==> config.mk <==
export PLATFORM = sky130hd
export DESIGN_NAME = lsuRequestDecode
export DESIGN_NICKNAME = d
export VERILOG_FILES = /design/src/source/rvMemPkg.sv /design/src/source/dtimPkg.sv /design/src/source/lsuRequestDecode.sv
export SDC_FILE = /design/constraint.sdc
export NUM_CORES = 1
export LEC_CHECK = 0
export ABC_CLOCK_PERIOD_IN_PS = 2550
export BUFFER_PORTS_ARGS = -buffer_cell sky130_fd_sc_hd__buf_2
export CORE_MARGIN = 3
export CORE_UTILIZATION = 45
export CTS_BUF_LIST = sky130_fd_sc_hd__clkbuf_2
export CTS_CLUSTER_SIZE = 20
export DETAILED_ROUTE_END_ITERATION = 10
export GPL_TIMING_DRIVEN = 0
export PLACE_DENSITY_LB_ADDON = 0.12
export SLEW_MARGIN = 5
export SYNTH_ARGS = -nofsm -noshare
export SYNTH_HDL_FRONTEND = slang
export SYNTH_SLANG_ARGS = --single-unit
==> constraint.sdc <==
create_clock -name clk -period 2.55 [get_ports clk]
set_clock_uncertainty 0.2 [all_clocks]
set_input_delay 0.1275 -clock clk [delete_from_list [all_inputs] [get_ports clk]]
set_output_delay 0.1275 -clock clk [all_outputs]
set_load 0.01 [all_outputs]
==> src/source/rvMemPkg.sv <==
////////////////////////////////////////
// RISC-V memory operation encodings
////////////////////////////////////////

`default_nettype none

package rvMemPkg;

  ////////////////////////////////////////
  // Data path widths

  localparam int XLEN           = 32;          // Integer register width
  localparam int BYTES_PER_WORD = XLEN / 8;    // Byte lanes per data word

  typedef logic [XLEN-1:0]           dataWordT;  // Full data word
  typedef logic [7:0]                byteT;      // One byte lane
  typedef logic [BYTES_PER_WORD-1:0] byteMaskT;  // One enable per byte lane

  ////////////////////////////////////////
  // Read/write code

  typedef logic [1:0] memRwT;

  localparam memRwT MEM_IDLE  = 2'b00;  // No access this cycle
  localparam memRwT MEM_WRITE = 2'b01;  // Store
  localparam memRwT MEM_READ  = 2'b10;  // Load

  ////////////////////////////////////////
  // funct3 size and signedness

  typedef logic [2:0] funct3T;
  typedef logic [1:0] memSizeT;         // Low two bits of funct3

  localparam memSizeT SIZE_BYTE = 2'd0; // lb, lbu, sb
  localparam memSizeT SIZE_HALF = 2'd1; // lh, lhu, sh
  localparam memSizeT SIZE_WORD = 2'd2; // lw, sw; code 3 is treated the same

  localparam int F3_UNSIGNED = 2;       // Set for lbu and lhu

endpackage

`default_nettype wire

==> src/source/dtimPkg.sv <==
////////////////////////////////////////
// DTIM geometry and LSU structs
////////////////////////////////////////

`default_nettype none

package dtimPkg;

  import rvMemPkg::*;

  ////////////////////////////////////////
  // Geometry

  localparam int DTIM_DEPTH    = 256;                       // Words per bank
  localparam int WORD_ADR_BITS = $clog2(DTIM_DEPTH);        // 8
  localparam int OFFSET_BITS   = $clog2(BYTES_PER_WORD);    // Byte within a word
  localparam int BYTE_ADR_BITS = WORD_ADR_BITS + OFFSET_BITS;

  typedef logic [BYTE_ADR_BITS-1:0] byteAdrT;     // Byte address into the DTIM
  typedef logic [WORD_ADR_BITS-1:0] wordAdrT;     // Row in every bank
  typedef logic [OFFSET_BITS-1:0]   byteOffsetT;  // Byte position inside a word

  ////////////////////////////////////////
  // Structs between blocks

  typedef struct packed {
    memRwT    rw;         // MEM_READ, MEM_WRITE or MEM_IDLE
    funct3T   funct3;     // Size and signedness
    byteAdrT  adr;
    dataWordT writeData;  // Value in the low bytes, as from the register file
    logic     bigEndian;  // Per-request byte order
  } memReqT;

  typedef struct packed {
    logic    rdEn;
    logic    wrEn;
    wordAdrT wordAdr;
    byteT    wrByte;
  } bankCmdT;

  typedef struct packed {
    logic       valid;      // A load was issued last cycle
    funct3T     funct3;
    byteOffsetT offset;
    logic       bigEndian;
  } loadCtlT;

  // Distance from a value's first byte to its last one, by size
  function automatic byteOffsetT sizeLastByte(funct3T funct3);
    case (funct3[1:0])
      SIZE_BYTE: return byteOffsetT'(0);
      SIZE_HALF: return byteOffsetT'(1);
      default:   return byteOffsetT'(BYTES_PER_WORD - 1);  // Word and unused code 3
    endcase
  endfunction

endpackage

`default_nettype wire

==> src/source/lsuRequestDecode.sv <==
////////////////////////////////////////
// LSU request decoder
////////////////////////////////////////

`timescale 1ns/1ps
`default_nettype none

module lsuRequestDecode import rvMemPkg::*, dtimPkg::*; (
  input  logic    clk,
  input  logic    arstN,
  input  memReqT  req,
  output bankCmdT bankCmd [BYTES_PER_WORD],  // One command per byte lane
  output loadCtlT loadCtl,                   // Registered, used by the aligner next cycle
  output logic    loadMisalignedFault,
  output logic    storeMisalignedFault
);

  logic       isRead;
  logic       isWrite;
  logic       misaligned;
  byteOffsetT offset;     // Byte position of the first byte
  wordAdrT    wordAdr;
  byteOffsetT lastByte;   // Size minus one, in bytes
  byteMaskT   byteMask;   // Bytes covered, in memory order

  ////////////////////////////////////////
  // Address split and alignment

  assign isRead   = (req.rw == MEM_READ);
  assign isWrite  = (req.rw == MEM_WRITE);
  assign offset   = req.adr[OFFSET_BITS-1:0];
  assign wordAdr  = req.adr[BYTE_ADR_BITS-1:OFFSET_BITS];
  assign lastByte = sizeLastByte(req.funct3);

  // Halfword needs bit 0 clear, word needs both bits clear
  assign misaligned = |(offset & lastByte);

  // Position pos is covered when it lies within offset..offset+lastByte
  always_comb begin
    for (int pos = 0; pos < BYTES_PER_WORD; pos++) begin
      byteMask[pos] = (byteOffsetT'(pos - offset) <= lastByte);
    end
  end

  ////////////////////////////////////////
  // Lane commands

  for (genvar lane = 0; lane < BYTES_PER_WORD; lane++) begin : gLane
    byteOffsetT memPos;    // Word position this lane holds
    byteOffsetT valueIdx;  // Byte of writeData that lands here

    // Lane k holds position k, or position 3-k in big-endian mode
    assign memPos = req.bigEndian ? byteOffsetT'(BYTES_PER_WORD - 1 - lane)
                                  : byteOffsetT'(lane);

    // LS byte goes to the lowest address, or the highest one in big-endian mode
    assign valueIdx = req.bigEndian ? byteOffsetT'(offset + lastByte - memPos)
                                    : byteOffsetT'(memPos - offset);

    assign bankCmd[lane] = '{
      rdEn:    isRead & ~misaligned,                     // All lanes read, aligner picks
      wrEn:    isWrite & ~misaligned & byteMask[memPos],
      wordAdr: wordAdr,
      wrByte:  req.writeData[8*valueIdx +: 8]
    };
  end

  ////////////////////////////////////////
  // Next-cycle load control and faults

  always_ff @(posedge clk or negedge arstN) begin
    if (!arstN) begin
      loadCtl              <= '0;
      loadMisalignedFault  <= 1'b0;
      storeMisalignedFault <= 1'b0;
    end else begin
      loadCtl.valid        <= isRead & ~misaligned;  // Suppressed load returns nothing
      loadCtl.funct3       <= req.funct3;
      loadCtl.offset       <= offset;
      loadCtl.bigEndian    <= req.bigEndian;
      loadMisalignedFault  <= isRead & misaligned;   // High for one cycle only
      storeMisalignedFault <= isWrite & misaligned;
    end
  end

endmodule

`default_nettype wire

# --- Yosys cells after proc, flatten, opt, wreduce, memory -nomap -nowiden ---
# Cells that the tools add are included.
totals:
  elab_cells: 63
  register_bits: 9
  out_inout_bits: 81
classes:
  n_bitwise: 10
  addsub: 13
  mux: 17
  shifts: 4
  reduce_logical: 2
  n_eq_ne: 3
  magnitude_cmp: 8
op_table:
  columns: ["cell", "count"]
  rows:
  - ["32-bit by 6-bit indexed part select with 8-bit output", 4]
  - ["2-bit two-way mux", 8]
  - ["2-bit subtractor", 8]
  - ["2-bit by 3-bit less-than comparator with 1-bit output (second input constant)", 4]
  - ["1-bit AND", 8]
  - ["1-bit binary-select mux with 2-bit select", 4]
  - ["2-bit <= comparator", 4]
  - ["2-bit by 1-bit equality test with 1-bit output (second input constant)", 2]
  - ["1-bit two-way mux", 4]
  - ["2-bit case mux with 2 select lines", 1]
  - ["1-bit by 2-bit subtractor with 2-bit output (first input constant)", 2]
  - ["2-bit subtractor (first input constant)", 2]
  - ["2-bit adder", 1]
  - ["2-bit AND", 1]
  - ["2-bit equality test (second input constant)", 1]
  - ["2-bit logical NOT", 1]
  - ["2-bit OR reduction", 1]
  - ["1-bit inverter", 1]

# --- Longest topological paths before layout ---
logic_depth:
  ltp_word: 7
  depth_mapped: 8

# --- Least setup slack after synthesis ---
# OpenSTA, ideal clock, no wires.
synth_timing:
  path_type: "input -> output"
  start: "in req[44] (netlist bit)"
  end: "out bankCmd[2] (netlist bit)"
  slack_ns: 0.261
  cell_stages: 7
  n_path_buf: 1
  arrival_ns: 1.962
  path_cell_list: "or2_2 -> ha_1 -> inv_1 -> fa_1 -> buf_4 -> mux2i_4 -> mux2i_1"
synth_lines:
  columns: ["item", "line", "rtl"]
  rows:
  - ["start: declaration", "lsuRequestDecode.sv:11", "input memReqT req,"]
  - ["end: declaration", "lsuRequestDecode.sv:12", "output bankCmdT bankCmd [BYTES_PER_WORD],"]

==> impl_results.md <==
- Vias in the first global route: 2042
- Fraction of layout cells with a size suffix above 1: 0.651
- Most used cell, CP: buf_2
- Synth area leaders: mux2i_1 (31%), mux4_2 (17%), buf_4 (13%)
- Startpoint Class: input port
- TNS Setup: 0 ns
- Primary FF master, synth: dfrtp_1
- Final-report hold violation count: 0
- FP Rows: 24
- CTS H-tree depth: 1
- Initial Utilization: 0.474
- Final period utilization: 0.973
- Storage cell area: roughly 230 um^2
- Post-Syn Area: 0.00209 mm^2
- Worst vdd ir: 0.183 mV
- Fmax achieved: 403 MHz
- Pins over their slew limit: 0
- CP max-delay cell: fa_1
- Worst-path fanout max: 8
- Status: finished, final reports clean
- DR vias/cell: 5.25
- WS Path Type: in2out
- Multi-input gate area: 0.00151 mm^2
- Largest net degree at the start of global routing: 11
- Ys Warns: 0
- Worst-path clk slew: approximately 0.09 ns
- Die Width: 74.2 um
- Drt wl/cell: around 15 um
- Post-synth top cells: mux2i_1 (64), buf_4 (37), mux2_2 (16), mux4_2 (16)
- TritonCTS buffer count: 3
- Core area: around 0.0044 mm^2
- CTS tree: yes
- Post-Route Utilization: 0.686
- GR Overflow Total: 0
- Hold WS: 0.0532 ns
- RSZ-0062 raised after global routing: yes
- Chip Height: 74.2 um
- Worst min path class: in2async
- Largest area contributor in the netlist: mux2i_1
- GPL Wtd Cong: about 0.8
- Setup crit start: req[44]
- Die area: 0.00550 mm^2
- Antenna violations before repair: 0
- Antenna diodes: 0
- Max_cap viols: 0
- Layout Cells excl Fill: slightly below 400
- Synth Net Count: 250
- Buf/Inv on CP: 5
- Crit path DAT: 2.15 ns
- CTS Sinks: 9
- Cells after synthesis: about 190
- Overall power: 1020 uW
- Pwr/cell area: 338 mW/mm^2
- Post-route ant nets: 0
- Number of flops mapped to enable cells by yosys: 0
- Slew margin rel.: 0.601
- Vias: 2049
- Dpl cells: ~370
- WL final: approximately 6000 um
- Data required, critical path: 2.22 ns
- Async set or reset register ratio after synthesis: 1.00
- CP Capture Type: output port
- CTS root buf: clkbuf_2
- Top-area cell type share of the netlist area: 0.306
- # nets final: between 300 and 400
- Leakage power: 0.00165 uW
- Worst path max stage delay: 0.43 ns
- CTS Buffer Depth: 2
- Initial drt markers: 55
- Cell Chain, Critical Path: buf_2, or2_2, ha_2, inv_2, fa_1, buf_12, mux2i_4, buf_6, mux2i_2, buf_2
- Syn Area/Cell: 10.9 um^2
- Final HPWL DP: 4560 um
- Register area share after synthesis: 0.108
- GRT Util Overall: 0.216
- Fill count: 365
- Count leader, synth: mux2i_1
- Synthesis-to-finish area growth: 44.9%
- TritonRoute pass-1 iters: 4
- Worst path top cell family by delay: buffers and inverters
- Setup violations, final: 0
- Worst slew pin tran: 0.598 ns
- #FFs+latches synth: 9
- Io pins: around 130
- Netlist cell types: 24
- DRC viols: 0
- Minimum clock period: 2.48 ns
- First-pass GRT wire length: about 9400 um
- # port buffers: 122
[per-layer routing]
metal	wire, um	GRT usage	up-vias
li1	-	-	977
met1	2520	0.287	988
met2	3070	0.387	84
met3	410	0.0392	0
met4	0	0.00604	0
met5	0	0	-
[cell type report]
cell class	instances	area share
clock buffer	4	0.00661
tap	52	0.0215
inverter	10	0.0149
buffer	45	0.118
timing repair buffer	142	0.266
multi-input combinational	128	0.499
sequential	9	0.0743
[path summary, 6_finish.rpt]
path | cells past startpoint | endpoint | slack, ns
min in group clk | 3 | loadCtl[6] | 0.11
hold / removal | 2 | loadCtl[6] | 0.05
setup / recovery | 10 | bankCmd[7] | 0.07
max in group asynchronous | 2 | loadCtl[3] | 1.91
[cell families after synthesis]
kind of cell | count (synthesis) | synth area share
AND/OR/NAND/NOR | 11 | 0.0287
multiplexers | 99 | 0.597
adder cells (fa/ha/maj) | 8 | 0.0551
AO/OA/AOI/OAI | 9 | 0.0323
buffers and inverters | 55 | 0.175
flip-flops | 9 | 0.108
XOR/XNOR | 1 | 0.00419
[layout by cell type (no fill, tap or decap)]
| cell type | n |
|---|---|
| a211oi_1 | 6 |
| a2bb2oi_1 | 2 |
| buf_12 | 2 |
| buf_2 | 122 |
| buf_4 | 44 |
| buf_6 | 6 |
| clkbuf_1 | 2 |
| clkbuf_2 | 4 |
| clkbuf_4 | 1 |
| dfrtp_1 | 9 |
| dlygate4sd3_1 | 10 |
| fa_1 | 2 |
| ha_1 | 5 |
| ha_2 | 1 |
| inv_1 | 8 |
| inv_2 | 1 |
| inv_8 | 1 |
| mux2_2 | 16 |
| mux2i_1 | 62 |
| mux2i_2 | 2 |
| mux2i_4 | 3 |
| mux4_2 | 16 |
| nand2b_1 | 1 |
| nand3b_1 | 1 |
| nor2_1 | 4 |
| nor2b_1 | 2 |
| nor3_1 | 1 |
| nor3b_1 | 1 |
| o21ai_0 | 1 |
| or2_2 | 1 |
| xor2_1 | 1 |
[power breakdown]
part	switching, uW	internal [uW]	leakage [uW]	total (uW)
sequential	1.41	149	0.000110	151
combinational	370	414	0.00152	784
clock	47.1	41.7	0.0000166	88.8
[through the flow]
step	area (um^2)	setup slack (ns)
2_1_floorplan	2090	0.261
3_3_place_gp	2770	-0.200
3_5_place_dp	2770	-0.201
4_1_cts	2950	0.0150
5_1_grt	3030	-0.0351
6_report	3030	0.0677
[flip-flops by register name (all words and copies together), names as in the netlist]
name / count
loadMisalignedFault: 1
loadCtl: 7
storeMisalignedFault: 1
[timing repair]
action / CTS / global route
gates resized for setup: 6 / 13
endpoints found under the hold margin: 17 / 0
pin swaps: 0 / 1
setup buffers: 5 / 5
endpoints found under the setup margin: 32 / 36
hold buffers: 10 / 0
Power figures use the tool's default switching activity.
