<file path="config.mk">
export PLATFORM = sky130hd
export DESIGN_NAME = loadAlign
export DESIGN_NICKNAME = d
export VERILOG_FILES = /design/src/source/rvMemPkg.sv /design/src/source/dtimPkg.sv /design/src/source/loadAlign.sv
export SDC_FILE = /design/constraint.sdc
export NUM_CORES = 1
export LEC_CHECK = 0
export ABC_AREA = 1
export ABC_CLOCK_PERIOD_IN_PS = 3150
export BUFFER_PORTS_ARGS = -buffer_cell sky130_fd_sc_hd__buf_2
export CORE_MARGIN = 10
export CORE_UTILIZATION = 51
export DETAILED_ROUTE_END_ITERATION = 6
export GPL_TIMING_DRIVEN = 0
export PLACE_DENSITY = 0.94
export SYNTH_ARGS = -nofsm -noshare
export SYNTH_HDL_FRONTEND = slang
export SYNTH_SLANG_ARGS = --single-unit
</file>
<file path="constraint.sdc">
create_clock -name vclk -period 3.15
set_input_delay 0.63 -clock vclk [all_inputs]
set_output_delay 0.63 -clock vclk [all_outputs]
set_load 0.005 [all_outputs]
</file>
<file path="src/source/rvMemPkg.sv">
////////////////////////////////////////
// RISC-V memory operation encodings
////////////////////////////////////////

`default_nettype none

package rvMemPkg;

  ////////////////////////////////////////
  // Data path widths

  localparam int XLEN           = 32;          // Integer register width
  localparam int BYTES_PER_WORD = XLEN / 8;    // Byte lanes per data word

  typedef logic [XLEN-1:0]           dataWordT;  // Full data word
  typedef logic [7:0]                byteT;      // One byte lane
  typedef logic [BYTES_PER_WORD-1:0] byteMaskT;  // One enable per byte lane

  ////////////////////////////////////////
  // Read/write code

  typedef logic [1:0] memRwT;

  localparam memRwT MEM_IDLE  = 2'b00;  // No access this cycle
  localparam memRwT MEM_WRITE = 2'b01;  // Store
  localparam memRwT MEM_READ  = 2'b10;  // Load

  ////////////////////////////////////////
  // funct3 size and signedness

  typedef logic [2:0] funct3T;
  typedef logic [1:0] memSizeT;         // Low two bits of funct3

  localparam memSizeT SIZE_BYTE = 2'd0; // lb, lbu, sb
  localparam memSizeT SIZE_HALF = 2'd1; // lh, lhu, sh
  localparam memSizeT SIZE_WORD = 2'd2; // lw, sw; code 3 is treated the same

  localparam int F3_UNSIGNED = 2;       // Set for lbu and lhu

endpackage

`default_nettype wire

</file>
<file path="src/source/dtimPkg.sv">
////////////////////////////////////////
// DTIM geometry and LSU structs
////////////////////////////////////////

`default_nettype none

package dtimPkg;

  import rvMemPkg::*;

  ////////////////////////////////////////
  // Geometry

  localparam int DTIM_DEPTH    = 256;                       // Words per bank
  localparam int WORD_ADR_BITS = $clog2(DTIM_DEPTH);        // 8
  localparam int OFFSET_BITS   = $clog2(BYTES_PER_WORD);    // Byte within a word
  localparam int BYTE_ADR_BITS = WORD_ADR_BITS + OFFSET_BITS;

  typedef logic [BYTE_ADR_BITS-1:0] byteAdrT;     // Byte address into the DTIM
  typedef logic [WORD_ADR_BITS-1:0] wordAdrT;     // Row in every bank
  typedef logic [OFFSET_BITS-1:0]   byteOffsetT;  // Byte position inside a word

  ////////////////////////////////////////
  // Structs between blocks

  typedef struct packed {
    memRwT    rw;         // MEM_READ, MEM_WRITE or MEM_IDLE
    funct3T   funct3;     // Size and signedness
    byteAdrT  adr;
    dataWordT writeData;  // Value in the low bytes, as from the register file
    logic     bigEndian;  // Per-request byte order
  } memReqT;

  typedef struct packed {
    logic    rdEn;
    logic    wrEn;
    wordAdrT wordAdr;
    byteT    wrByte;
  } bankCmdT;

  typedef struct packed {
    logic       valid;      // A load was issued last cycle
    funct3T     funct3;
    byteOffsetT offset;
    logic       bigEndian;
  } loadCtlT;

  // Distance from a value's first byte to its last one, by size
  function automatic byteOffsetT sizeLastByte(funct3T funct3);
    case (funct3[1:0])
      SIZE_BYTE: return byteOffsetT'(0);
      SIZE_HALF: return byteOffsetT'(1);
      default:   return byteOffsetT'(BYTES_PER_WORD - 1);  // Word and unused code 3
    endcase
  endfunction

endpackage

`default_nettype wire

</file>
<file path="src/source/loadAlign.sv">
////////////////////////////////////////
// Load data aligner
////////////////////////////////////////

`timescale 1ns/1ps
`default_nettype none

module loadAlign import rvMemPkg::*, dtimPkg::*; (
  input  byteT     laneBytes [BYTES_PER_WORD],  // Bank outputs, lane order
  input  loadCtlT  loadCtl,                     // Registered facts of last cycle's load
  output dataWordT readData,
  output logic     readValid
);

  byteT       memBytes [BYTES_PER_WORD];  // Word bytes in address order
  byteT       valBytes [BYTES_PER_WORD];  // Value bytes, LS byte first
  byteOffsetT lastByte;
  logic       isUnsigned;
  logic       signBit;

  assign lastByte   = sizeLastByte(loadCtl.funct3);
  assign isUnsigned = loadCtl.funct3[F3_UNSIGNED];
  assign readValid  = loadCtl.valid;

  ////////////////////////////////////////
  // Lane to memory order

  for (genvar pos = 0; pos < BYTES_PER_WORD; pos++) begin : gMemOrder
    // Big-endian mode mirrors the lanes
    assign memBytes[pos] = loadCtl.bigEndian ? laneBytes[BYTES_PER_WORD - 1 - pos]
                                             : laneBytes[pos];
  end

  ////////////////////////////////////////
  // Byte pick at the offset

  for (genvar i = 0; i < BYTES_PER_WORD; i++) begin : gPick
    byteOffsetT srcPos;  // Address position of value byte i

    // Big-endian keeps the LS byte at the highest address of the value
    assign srcPos = loadCtl.bigEndian ? byteOffsetT'(loadCtl.offset + lastByte - i)
                                      : byteOffsetT'(loadCtl.offset + i);
    assign valBytes[i] = memBytes[srcPos];  // Bytes past the size are dropped below
  end

  ////////////////////////////////////////
  // Sign or zero extension

  always_comb begin
    case (loadCtl.funct3[1:0])
      SIZE_BYTE: begin
        signBit  = ~isUnsigned & valBytes[0][7];
        readData = {{(XLEN-8){signBit}}, valBytes[0]};
      end
      SIZE_HALF: begin
        signBit  = ~isUnsigned & valBytes[1][7];
        readData = {{(XLEN-16){signBit}}, valBytes[1], valBytes[0]};
      end
      default: begin                   // Word, nothing to extend
        signBit  = 1'b0;
        readData = {valBytes[3], valBytes[2], valBytes[1], valBytes[0]};
      end
    endcase
  end

endmodule

`default_nettype wire

</file>
[Word-level counts from Yosys, hierarchy flattened]
Cells that the tools add are included.
Storage, ports and cells
  bits in writable memories: 0
  output and inout port bits: 33
  bits in read-only memories: 0
  bits in latches: 0
  memories: 0
  flip-flop bits (word level): 0
Operators by class
  divide/modulo/power cells: 0
  mux-type cells: 22
  shift operators: 0
  reductions and logical operators: 1
  bitwise operators: 7
  multiply operators: 0
  eq/ne operators: 1
  $lt $le $gt $ge: 4
  $add $sub $neg: 7
Operators by type and width (count)
  8-bit two-way mux: 12
  8-bit binary-select mux with 2-bit select: 4
  32-bit case mux with 2 select lines: 1
  3-bit >= comparator, second input constant: 4
  2-bit NOT with 3-bit output: 4
  2-bit two-way mux: 4
  2-bit adder, second input constant: 2
  2-bit case mux with 2 select lines: 1
  2-bit subtractor, second input constant: 2
  2-bit by 1-bit adder with 2-bit output, second input constant: 1
  2-bit adder: 1
  1-bit AND: 2
  2-bit by 1-bit equality test with 1-bit output, second input constant: 1
  2-bit logical NOT: 1
  2-bit by 1-bit subtractor with 2-bit output, second input constant: 1
  1-bit NOT: 1

[Depth between registers and ports, before layout]
Gate-level depths: netlist of run 1.
  depth after elaboration: 11
  mapped depth: 13

[Least setup slack after synthesis of run 1]
Ideal clock, no wire load.
  kind: input -> output
  start point: in loadCtl[4] (netlist bit)
  end point: out readData[27]
  arrival time: 2388 ps
  path buffers: 4
  path slack: 132 ps
  data required time: 2520 ps
  cell stages on the path: 12
  cells stage by stage: buf_6 > or2_2 > buf_2 > ha_1 > nand2_2 > o21ai_4 > buf_6 > buf_4 > o21ai_0 > nand3_1 > nand3_1 > nand3_1
On the way
  word-level cells in the longest chain between the ends: 11
  elaborated cells between the ends (all ways): 24
  classes of those cells: 3 x add/sub; 1 x eq/ne; 14 x mux; 5 x bitwise; 1 x reduce/logical
RTL lines
  start: declaration: RTL line loadAlign.sv:10  | input loadCtlT loadCtl,
  2-bit by 1-bit equality test with 1-bit output / 2-bit logical NOT (equally long branches): RTL line dtimPkg.sv:50, loadAlign.sv:50
  2-bit case mux with 2 select lines: RTL line dtimPkg.sv:50  | case (funct3[1:0])
  2-bit adder: RTL line loadAlign.sv:41  | assign srcPos = loadCtl.bigEndian ? byteOffsetT'(loadCtl.offset + lastByte - i)
  2-bit by 1-bit subtractor with 2-bit output: RTL line loadAlign.sv:41
  2-bit two-way mux: RTL line loadAlign.sv:41
  2-bit NOT with 3-bit output (not written as such): RTL line loadAlign.sv:43  | assign valBytes[i] = memBytes[srcPos];
  8-bit binary-select mux with 2-bit select: RTL line loadAlign.sv:43
  8-bit two-way mux (not written as such) (2 in series): RTL line loadAlign.sv:43
  1-bit AND: RTL line loadAlign.sv:56  | signBit = ~isUnsigned & valBytes[1][7];
  32-bit case mux with 2 select lines (*): RTL line loadAlign.sv:50  | case (loadCtl.funct3[1:0])
  end: declaration: RTL line loadAlign.sv:11  | output dataWordT readData,
Every way passes the cells marked *; elsewhere a longest branch is shown, timed or not. The select of a mux whose other input is x is not followed.

[Worst setup path after layout of run 1]
  start point: in loadCtl[4] (netlist bit)
  end point: out readData[29]
Same word-level chain as after synthesis.

==> metrics.md, run 1 <==
| Metric | Value |
|---|---|
| Final period util | `96.9%` |
| I/O Buffers | `70` |
| Worst setup path class | `primary input to output pin` |
| Avg WL per Cell | `15.5 um` |
| Top post-synthesis cells by area | `nand2_1 (22%), nand3_1 (19%), o21ai_0 (10%)` |
| Mapped cell area | `0.00167 mm2` |
| Worst hold path type | `primary input to output pin` |
| Seq_cells | `0` |
| Clk network pwr share | `0%` |
| Worst-path fanout max | `10` |
| Antenna-violating nets left | `0` |
| Worst-margin pin slew | `510 ps` |
| Cell Pwr Density | `244 mW/mm2` |
| Placed Instances | `429` |
| CP arrival | `2420 ps` |
| Via density | `5.85` |
| Final Hold Viols | `0` |
| CP required | `2520 ps` |
| Peak supply drop | `about 0.14 mV` |
| Largest stage delay, worst path | `290 ps` |
| Gr ovfl total | `0` |
| Storage element area | `0 um2` |
| DRT Pass-1 Iters | `5` |
| Total Routing Usage GR | `20.5%` |
| CP max-delay cell | `ha_4` |
| # diodes | `0` |
| Startpoint types | `primary input` |
| Switching share of power | `59.1%` |
| CP Capture Point | `readData[29]` |
| Critical Path Start | `loadCtl[4]` |
| P_sw | `322 uW` |
| # nets final | `430` |
| Cell depth of the worst hold path | `2` |
| GR peak layer | `met2` |
| Flop pwr share | `0%` |
| Die Wd | `between 70 and 80 um` |
| Syn Area/Cell | `~5.3 um2` |
| First-pass GRT wire length | `about 11,000 um` |
| CP most frequent cell | `nand3_1` |
| Via Count | `2,527` |
| Utilization after layout | `71.9%` |
| Internal power | `223 uW` |
| Max Clk Rate | `328 MHz` |
| Largest net degree at the start of global routing | `12` |
| Worst rel slew slack | `66.0%` |
| Share of the synthesized area in the top cell type | `21.6%` |
| Sequential fraction of the synthesis area | `0%` |
| CP cell instances | `buf_6 > or2_4 > ha_4 > nand2_4 > o21ai_4 > buf_4 > nand2_1 > o21ai_1 > nand3_1 > nand3_1 > nand3_2 > buf_2` |
| Routing usage on met1 | `a little under a quarter` |
| Combinational share of power | `100.0%` |
| Met2 Track Usage GR | `36.9%` |
| Yosys cell types | `26` |
| Die area | `roughly 0.006 mm2` |
| Initial antenna violation count | `0` |
| Met3 usage in global routing | `2.68%` |
| Layout Cells excl Fill | `432` |
| Most frequent cells in the layout | `nand2_1 (96), buf_2 (78), nand3_1 (58), o21ai_0 (26), inv_1 (22)` |
| # fillers | `a little over 300` |
| Gate count of the mapped netlist | `315` |
| Fraction of layout cells with a size suffix above 1 | `38.4%` |
| Final Max Slew Viols | `0` |
| Leak | `0.00128 uW` |
| Yosys warnings | `0` |
| Area occupied by multi-input gates | `0.00153 mm2` |
| Run status | `finished clean` |
| Clock buf count | `0` |
| Boundary pin count | `72` |
| Die Y | `77.3 um` |
| Detailed Place HPWL | `5150 um` |
| Residual DRC | `0` |
| Commonest non-fill, non-tap cell in the layout | `nand2_1` |
| CTS Hold Bufs | `0` |
| Initial Utilization | `between 50% and 60%` |
| Row cnt | `20` |
| DR iter-0 viols | `307` |
| Area leader, netlist | `nand2_1` |
| Mapped Nets | `between 300 and 400` |
| CP endpoint kind | `output pin` |
| Synth-to-Final Area Change | `33.5%` |
| Vias in the first global route | `2,403` |
| Design Area, Final | `about 0.0022 mm2` |
| Final setup viols | `0` |
| Placer Congestion | `0.941` |
| Total wire length | `6710 um` |
| Core Region | `0.00310 mm2` |
| Crit path time final | `3050 ps` |
| Placed cell areas | `0.00208 mm2` |
| Max Cap Viol | `0` |
-- cell type report --
type / instances / area share, %
buffer: 23 / 8.64
inverter: 23 / 3.87
multi-input combinational: 269 / 68.4
tap: 44 / 2.47
timing repair buffer: 73 / 16.6
-- critical path: cells and delay by family --
family / cells / cell delay (ps)
compound gates: 2 / 280
buf+inv: 3 / 470
simple gates: 6 / 740
fa+ha+maj: 1 / 290
-- cell usage after synthesis, types with 2 or more instances --
library cell / count
nand2_1: 96
nand3_1: 63
o21ai_0: 34
inv_1: 22
nor2_1: 17
nand3_2: 13
a21oi_1: 10
buf_2: 9
buf_6: 7
mux2i_1: 7
buf_4: 6
o21ai_1: 6
a21oi_2: 5
nand2_2: 5
nand2_4: 3
nand3_4: 2
-- metrics by stage --
step / total power, uW / hold WS, ps / TNS [ps] / setup slack, ps
floorplan: 321 / 1340 / 0 / 132
global placement: 479 / 1430 / -4280 / -242
detailed placement: 490 / 1430 / -5600 / -321
CTS: 517 / 1430 / 0 / 9.13
global route: 599 / 1440 / -15.6 / -15.5
finish: 545 / 1430 / 0 / 97.2
-- cell families (layout without fill, tap and decap cells) --
family	after synthesis	after routing	share of synthesized area (%)
and+or+nand+nor	203	203	60.3
AOI/OAI and AO/OA	57	58	19.0
buffers and inverters	47	119	15.7
adders and majority gates	1	1	0.748
muxes	7	7	4.19
-- power groups by stage --
stage               registers, uW  logic [uW]  clock network [uW]
floorplan                       0         321                   0
global placement                0         479                   0
detailed placement              0         490                   0
CTS                             0         517                   0
global route                    0         599                   0
finish                          0         545                   0
-- timing repair --
action                                  4_1_cts  5_1_grt
buffers inserted                              0        2
gates cloned                                  2        0
endpoints found under the setup margin       31       24
pin swaps                                     1        3
resized for setup                            26       13
-- worst min-delay path by stage --
| stage | startpoint | to | slack, ps |
|---|---|---|---|
| after floorplan | loadCtl[6] | readValid | 1340 |
| after global placement | loadCtl[6] | readValid | 1430 |
| after detailed placement | loadCtl[6] | readValid | 1430 |
| after CTS | loadCtl[6] | readValid | 1430 |
| after global routing | loadCtl[6] | readValid | 1440 |
| final | loadCtl[6] | readValid | 1430 |
-- layer usage --
metal,wire length (um),vias up
met1,2630,1138
met3,490,32
met4,259,0
met5,0,-
met2,3330,150
li1,-,1207
(Power assumes the default switching activity.)
==> run 2, diff against run 1 <==
--- a/config.mk
+++ b/config.mk
@@ -5,11 +5,10 @@
 export SDC_FILE = /design/constraint.sdc
 export NUM_CORES = 1
 export LEC_CHECK = 0
-export ABC_AREA = 1
 export ABC_CLOCK_PERIOD_IN_PS = 3150
 export BUFFER_PORTS_ARGS = -buffer_cell sky130_fd_sc_hd__buf_2
 export CORE_MARGIN = 10
-export CORE_UTILIZATION = 51
+export CORE_UTILIZATION = 54
 export DETAILED_ROUTE_END_ITERATION = 6
 export GPL_TIMING_DRIVEN = 0
 export PLACE_DENSITY = 0.94
==> run 2 against run 1 <==
- the run now ends with negative setup slack left
- worst setup slack worse by 490 ps
- synthesized cell count is 13% lower
- power is 40% higher
- design area is 30% higher
- routed wire length is 34% higher
- via count is 16% higher
- count of clock-buffer cells in the layout stayed put
- hold slack hardly changed
- die area is 13% higher
- area after synthesis is 25% higher
==> metrics.md, run 2 <==
| Metric | Value |
|---|---|
| CP arrival | `~2900 ps` |
| Final period util | `112%` |
| Worst-margin pin slew | `597 ps` |
| I/O Buffers | `68` |
| DRT Pass-1 Iters | `6` |
| First-pass GRT wire length | `13,300 um` |
| Final setup viols | `24` |
| Met3 usage in global routing | `3.78%` |
| Worst-path fanout max | `4` |
| Total wire length | `8980 um` |
| Leak | `0.00144 uW` |
| Fraction of layout cells with a size suffix above 1 | `43.6%` |
| CP required | `2520 ps` |
| Yosys warnings | `0` |
| Area leader, netlist | `mux2i_1` |
| Flop pwr share | `0%` |
| Largest net degree at the start of global routing | `11` |
| Top post-synthesis cells by area | `mux2i_1 (32%), mux2_2 (16%), a21oi_1 (7.0%)` |
| Gate count of the mapped netlist | `275` |
| Seq_cells | `0` |
| Placed cell areas | `0.00252 mm2` |
| Share of the synthesized area in the top cell type | `between 30% and 40%` |
| Startpoint types | `primary input` |
| Crit path time final | `3540 ps` |
| Worst Setup Slack, final | `-390 ps` |
| Worst setup path class | `primary input to output pin` |
| Via density | `7.08` |
| Combinational share of power | `100.0%` |
| Commonest non-fill, non-tap cell in the layout | `buf_2` |
| Final Max Slew Viols | `0` |
| Core Region | `0.00369 mm2` |
| Worst rel slew slack | `about three fifths` |
| Max Cap Viol | `0` |
| Boundary pin count | `just over 70` |
| Clock buf count | `0` |
| Peak supply drop | `0.178 mV` |
| DR iter-0 viols | `450` |
| Switching share of power | `49.7%` |
| Vias in the first global route | `2,707` |
| Routing usage on met1 | `slightly below 30%` |
| Syn Area/Cell | `7.58 um2` |
| Met2 Track Usage GR | `40.2%` |
| Cell Pwr Density | `263 mW/mm2` |
| Detailed Place HPWL | `5950 um` |
| Synth-to-Final Area Change | `39.4%` |
| RSZ-0062 raised after global routing | `true` |
| Avg WL per Cell | `~22 um` |
| Placer Congestion | `between 0.9 and 1` |
| Yosys cell types | `37` |
| Design Area, Final | `0.00291 mm2` |
| GR peak layer | `met2` |
| Layout Cells excl Fill | `413` |
| Top-count cell post-synth | `mux2i_1` |
| Commonest cells in the netlist | `mux2i_1 (66), a21oi_1 (29), mux2_2 (29)` |
| Utilization after layout | `78.8%` |
| Violations in the final reports | `negative setup slack` |
| Mapped cell area | `0.00208 mm2` |
| Worst hold path type | `primary input to output pin` |
| Via Count | `between 2k and 3k` |
| CP endpoint kind | `output pin` |
| Residual DRC | `0` |
| Mapped Nets | `315` |
| Die Y | `about 82 um` |
| # diodes | `0` |
| Final Hold Viols | `0` |
| Most frequent cells in the layout | `buf_2 (69), mux2i_1 (62), a21oi_1 (29), mux2_2 (25), nand2_1 (22)` |
| Total Routing Usage GR | `between 20% and 30%` |
| # nets final | `407` |
| Row cnt | `22` |
| Gr ovfl total | `0` |
| Die Wd | `82.1 um` |
| Antenna-violating nets left | `0` |
| Sequential fraction of the synthesis area | `0%` |
| P_sw | `380 uW` |
| Clk network pwr share | `0%` |
| Max Clk Rate | `282 MHz` |
| Internal power | `384 uW` |
| Storage element area | `0 um2` |
| Run status | `complete, but fails checks` |
| Placed Instances | `between 300 and 400` |
| Initial Utilization | `a little under three fifths` |
| Initial antenna violation count | `0` |
| Die area | `0.00675 mm2` |
-- run 2: cell count changes in the layout (fill, tap and decap cells not counted), sizes merged, moves of 9 or more --
cell / change
o211ai: +9
nor3: +9
nand2: -82
inv: -21
o21ai: -20
nand3: -76
mux2: +29
a21oi: +14
mux2i: +59
clkbuf: +14
-- run 2: cell type report --
class | count | area, um2
multi-input cells | 244 | 2070
inverters | 3 | 13.8
fillers | 229 | 783
repair buffers | 92 | 596
plain buffers | 26 | 169
well taps | 48 | 60.1
-- run 2: power by group through the flow --
stage / combinational [uW] / sequential [uW] / clock [uW]
floorplan: 407 / 0 / 0
global placement: 579 / 0 / 0
detailed placement: 597 / 0 / 0
CTS: 675 / 0 / 0
global route: 811 / 0 / 0
finish: 765 / 0 / 0
-- run 2: routing by layer --
layer  share of wire, %  wire (um)
met5                  0          0
met3                 12       1110
met4                4.6        409
met1                 36       3210
met2                 47       4260
-- run 2: kinds of logic after synthesis --
| group | synth area share [%] |
|---|---|
| multiplexers | 50.6 |
| AO/OA/AOI/OAI | 24.3 |
| AND/OR/NAND/NOR | 13.7 |
| buffers and inverters | 6.90 |
| XOR/XNOR | 3.96 |
| adder cells (fa/ha/maj) | 0.600 |
-- run 2: metrics by stage --
stage / worst slack (ps) / power [uW] / setup TNS, ps / hold slack, ps
2_1_floorplan: -282 / 407 / -3470 / 1340
3_3_place_gp: -626 / 579 / -11830 / 1430
3_5_place_dp: -675 / 597 / -13620 / 1430
4_1_cts: -390 / 675 / -6940 / 1430
5_1_grt: -449 / 811 / -9250 / 1440
6_report: -390 / 765 / -7660 / 1430
-- run 2: what timing repair did --
action | CTS | global route
endpoints found under the setup margin | 31 | 32
buffers inserted | 16 | 8
pin swaps | 13 | 11
resized for setup | 23 | 32
hold buffers | 0 | 0
-- run 2: final timing paths --
check / startpoint / to / slack, ps / cells past startpoint
worst max-delay path: loadCtl[4] / readData[30] / -390 / 11
worst min-delay path: loadCtl[6] / readValid / 1430 / 2
-- run 2: critical path: stages --
cell and delay, ps:
buf_12 110, nor2_4 130, inv_4 50, ha_4 160
xnor3_2 230, mux4_2 560, a22oi_4 250, o211ai_4 120
buf_6 160, or3_4 370, buf_6 120
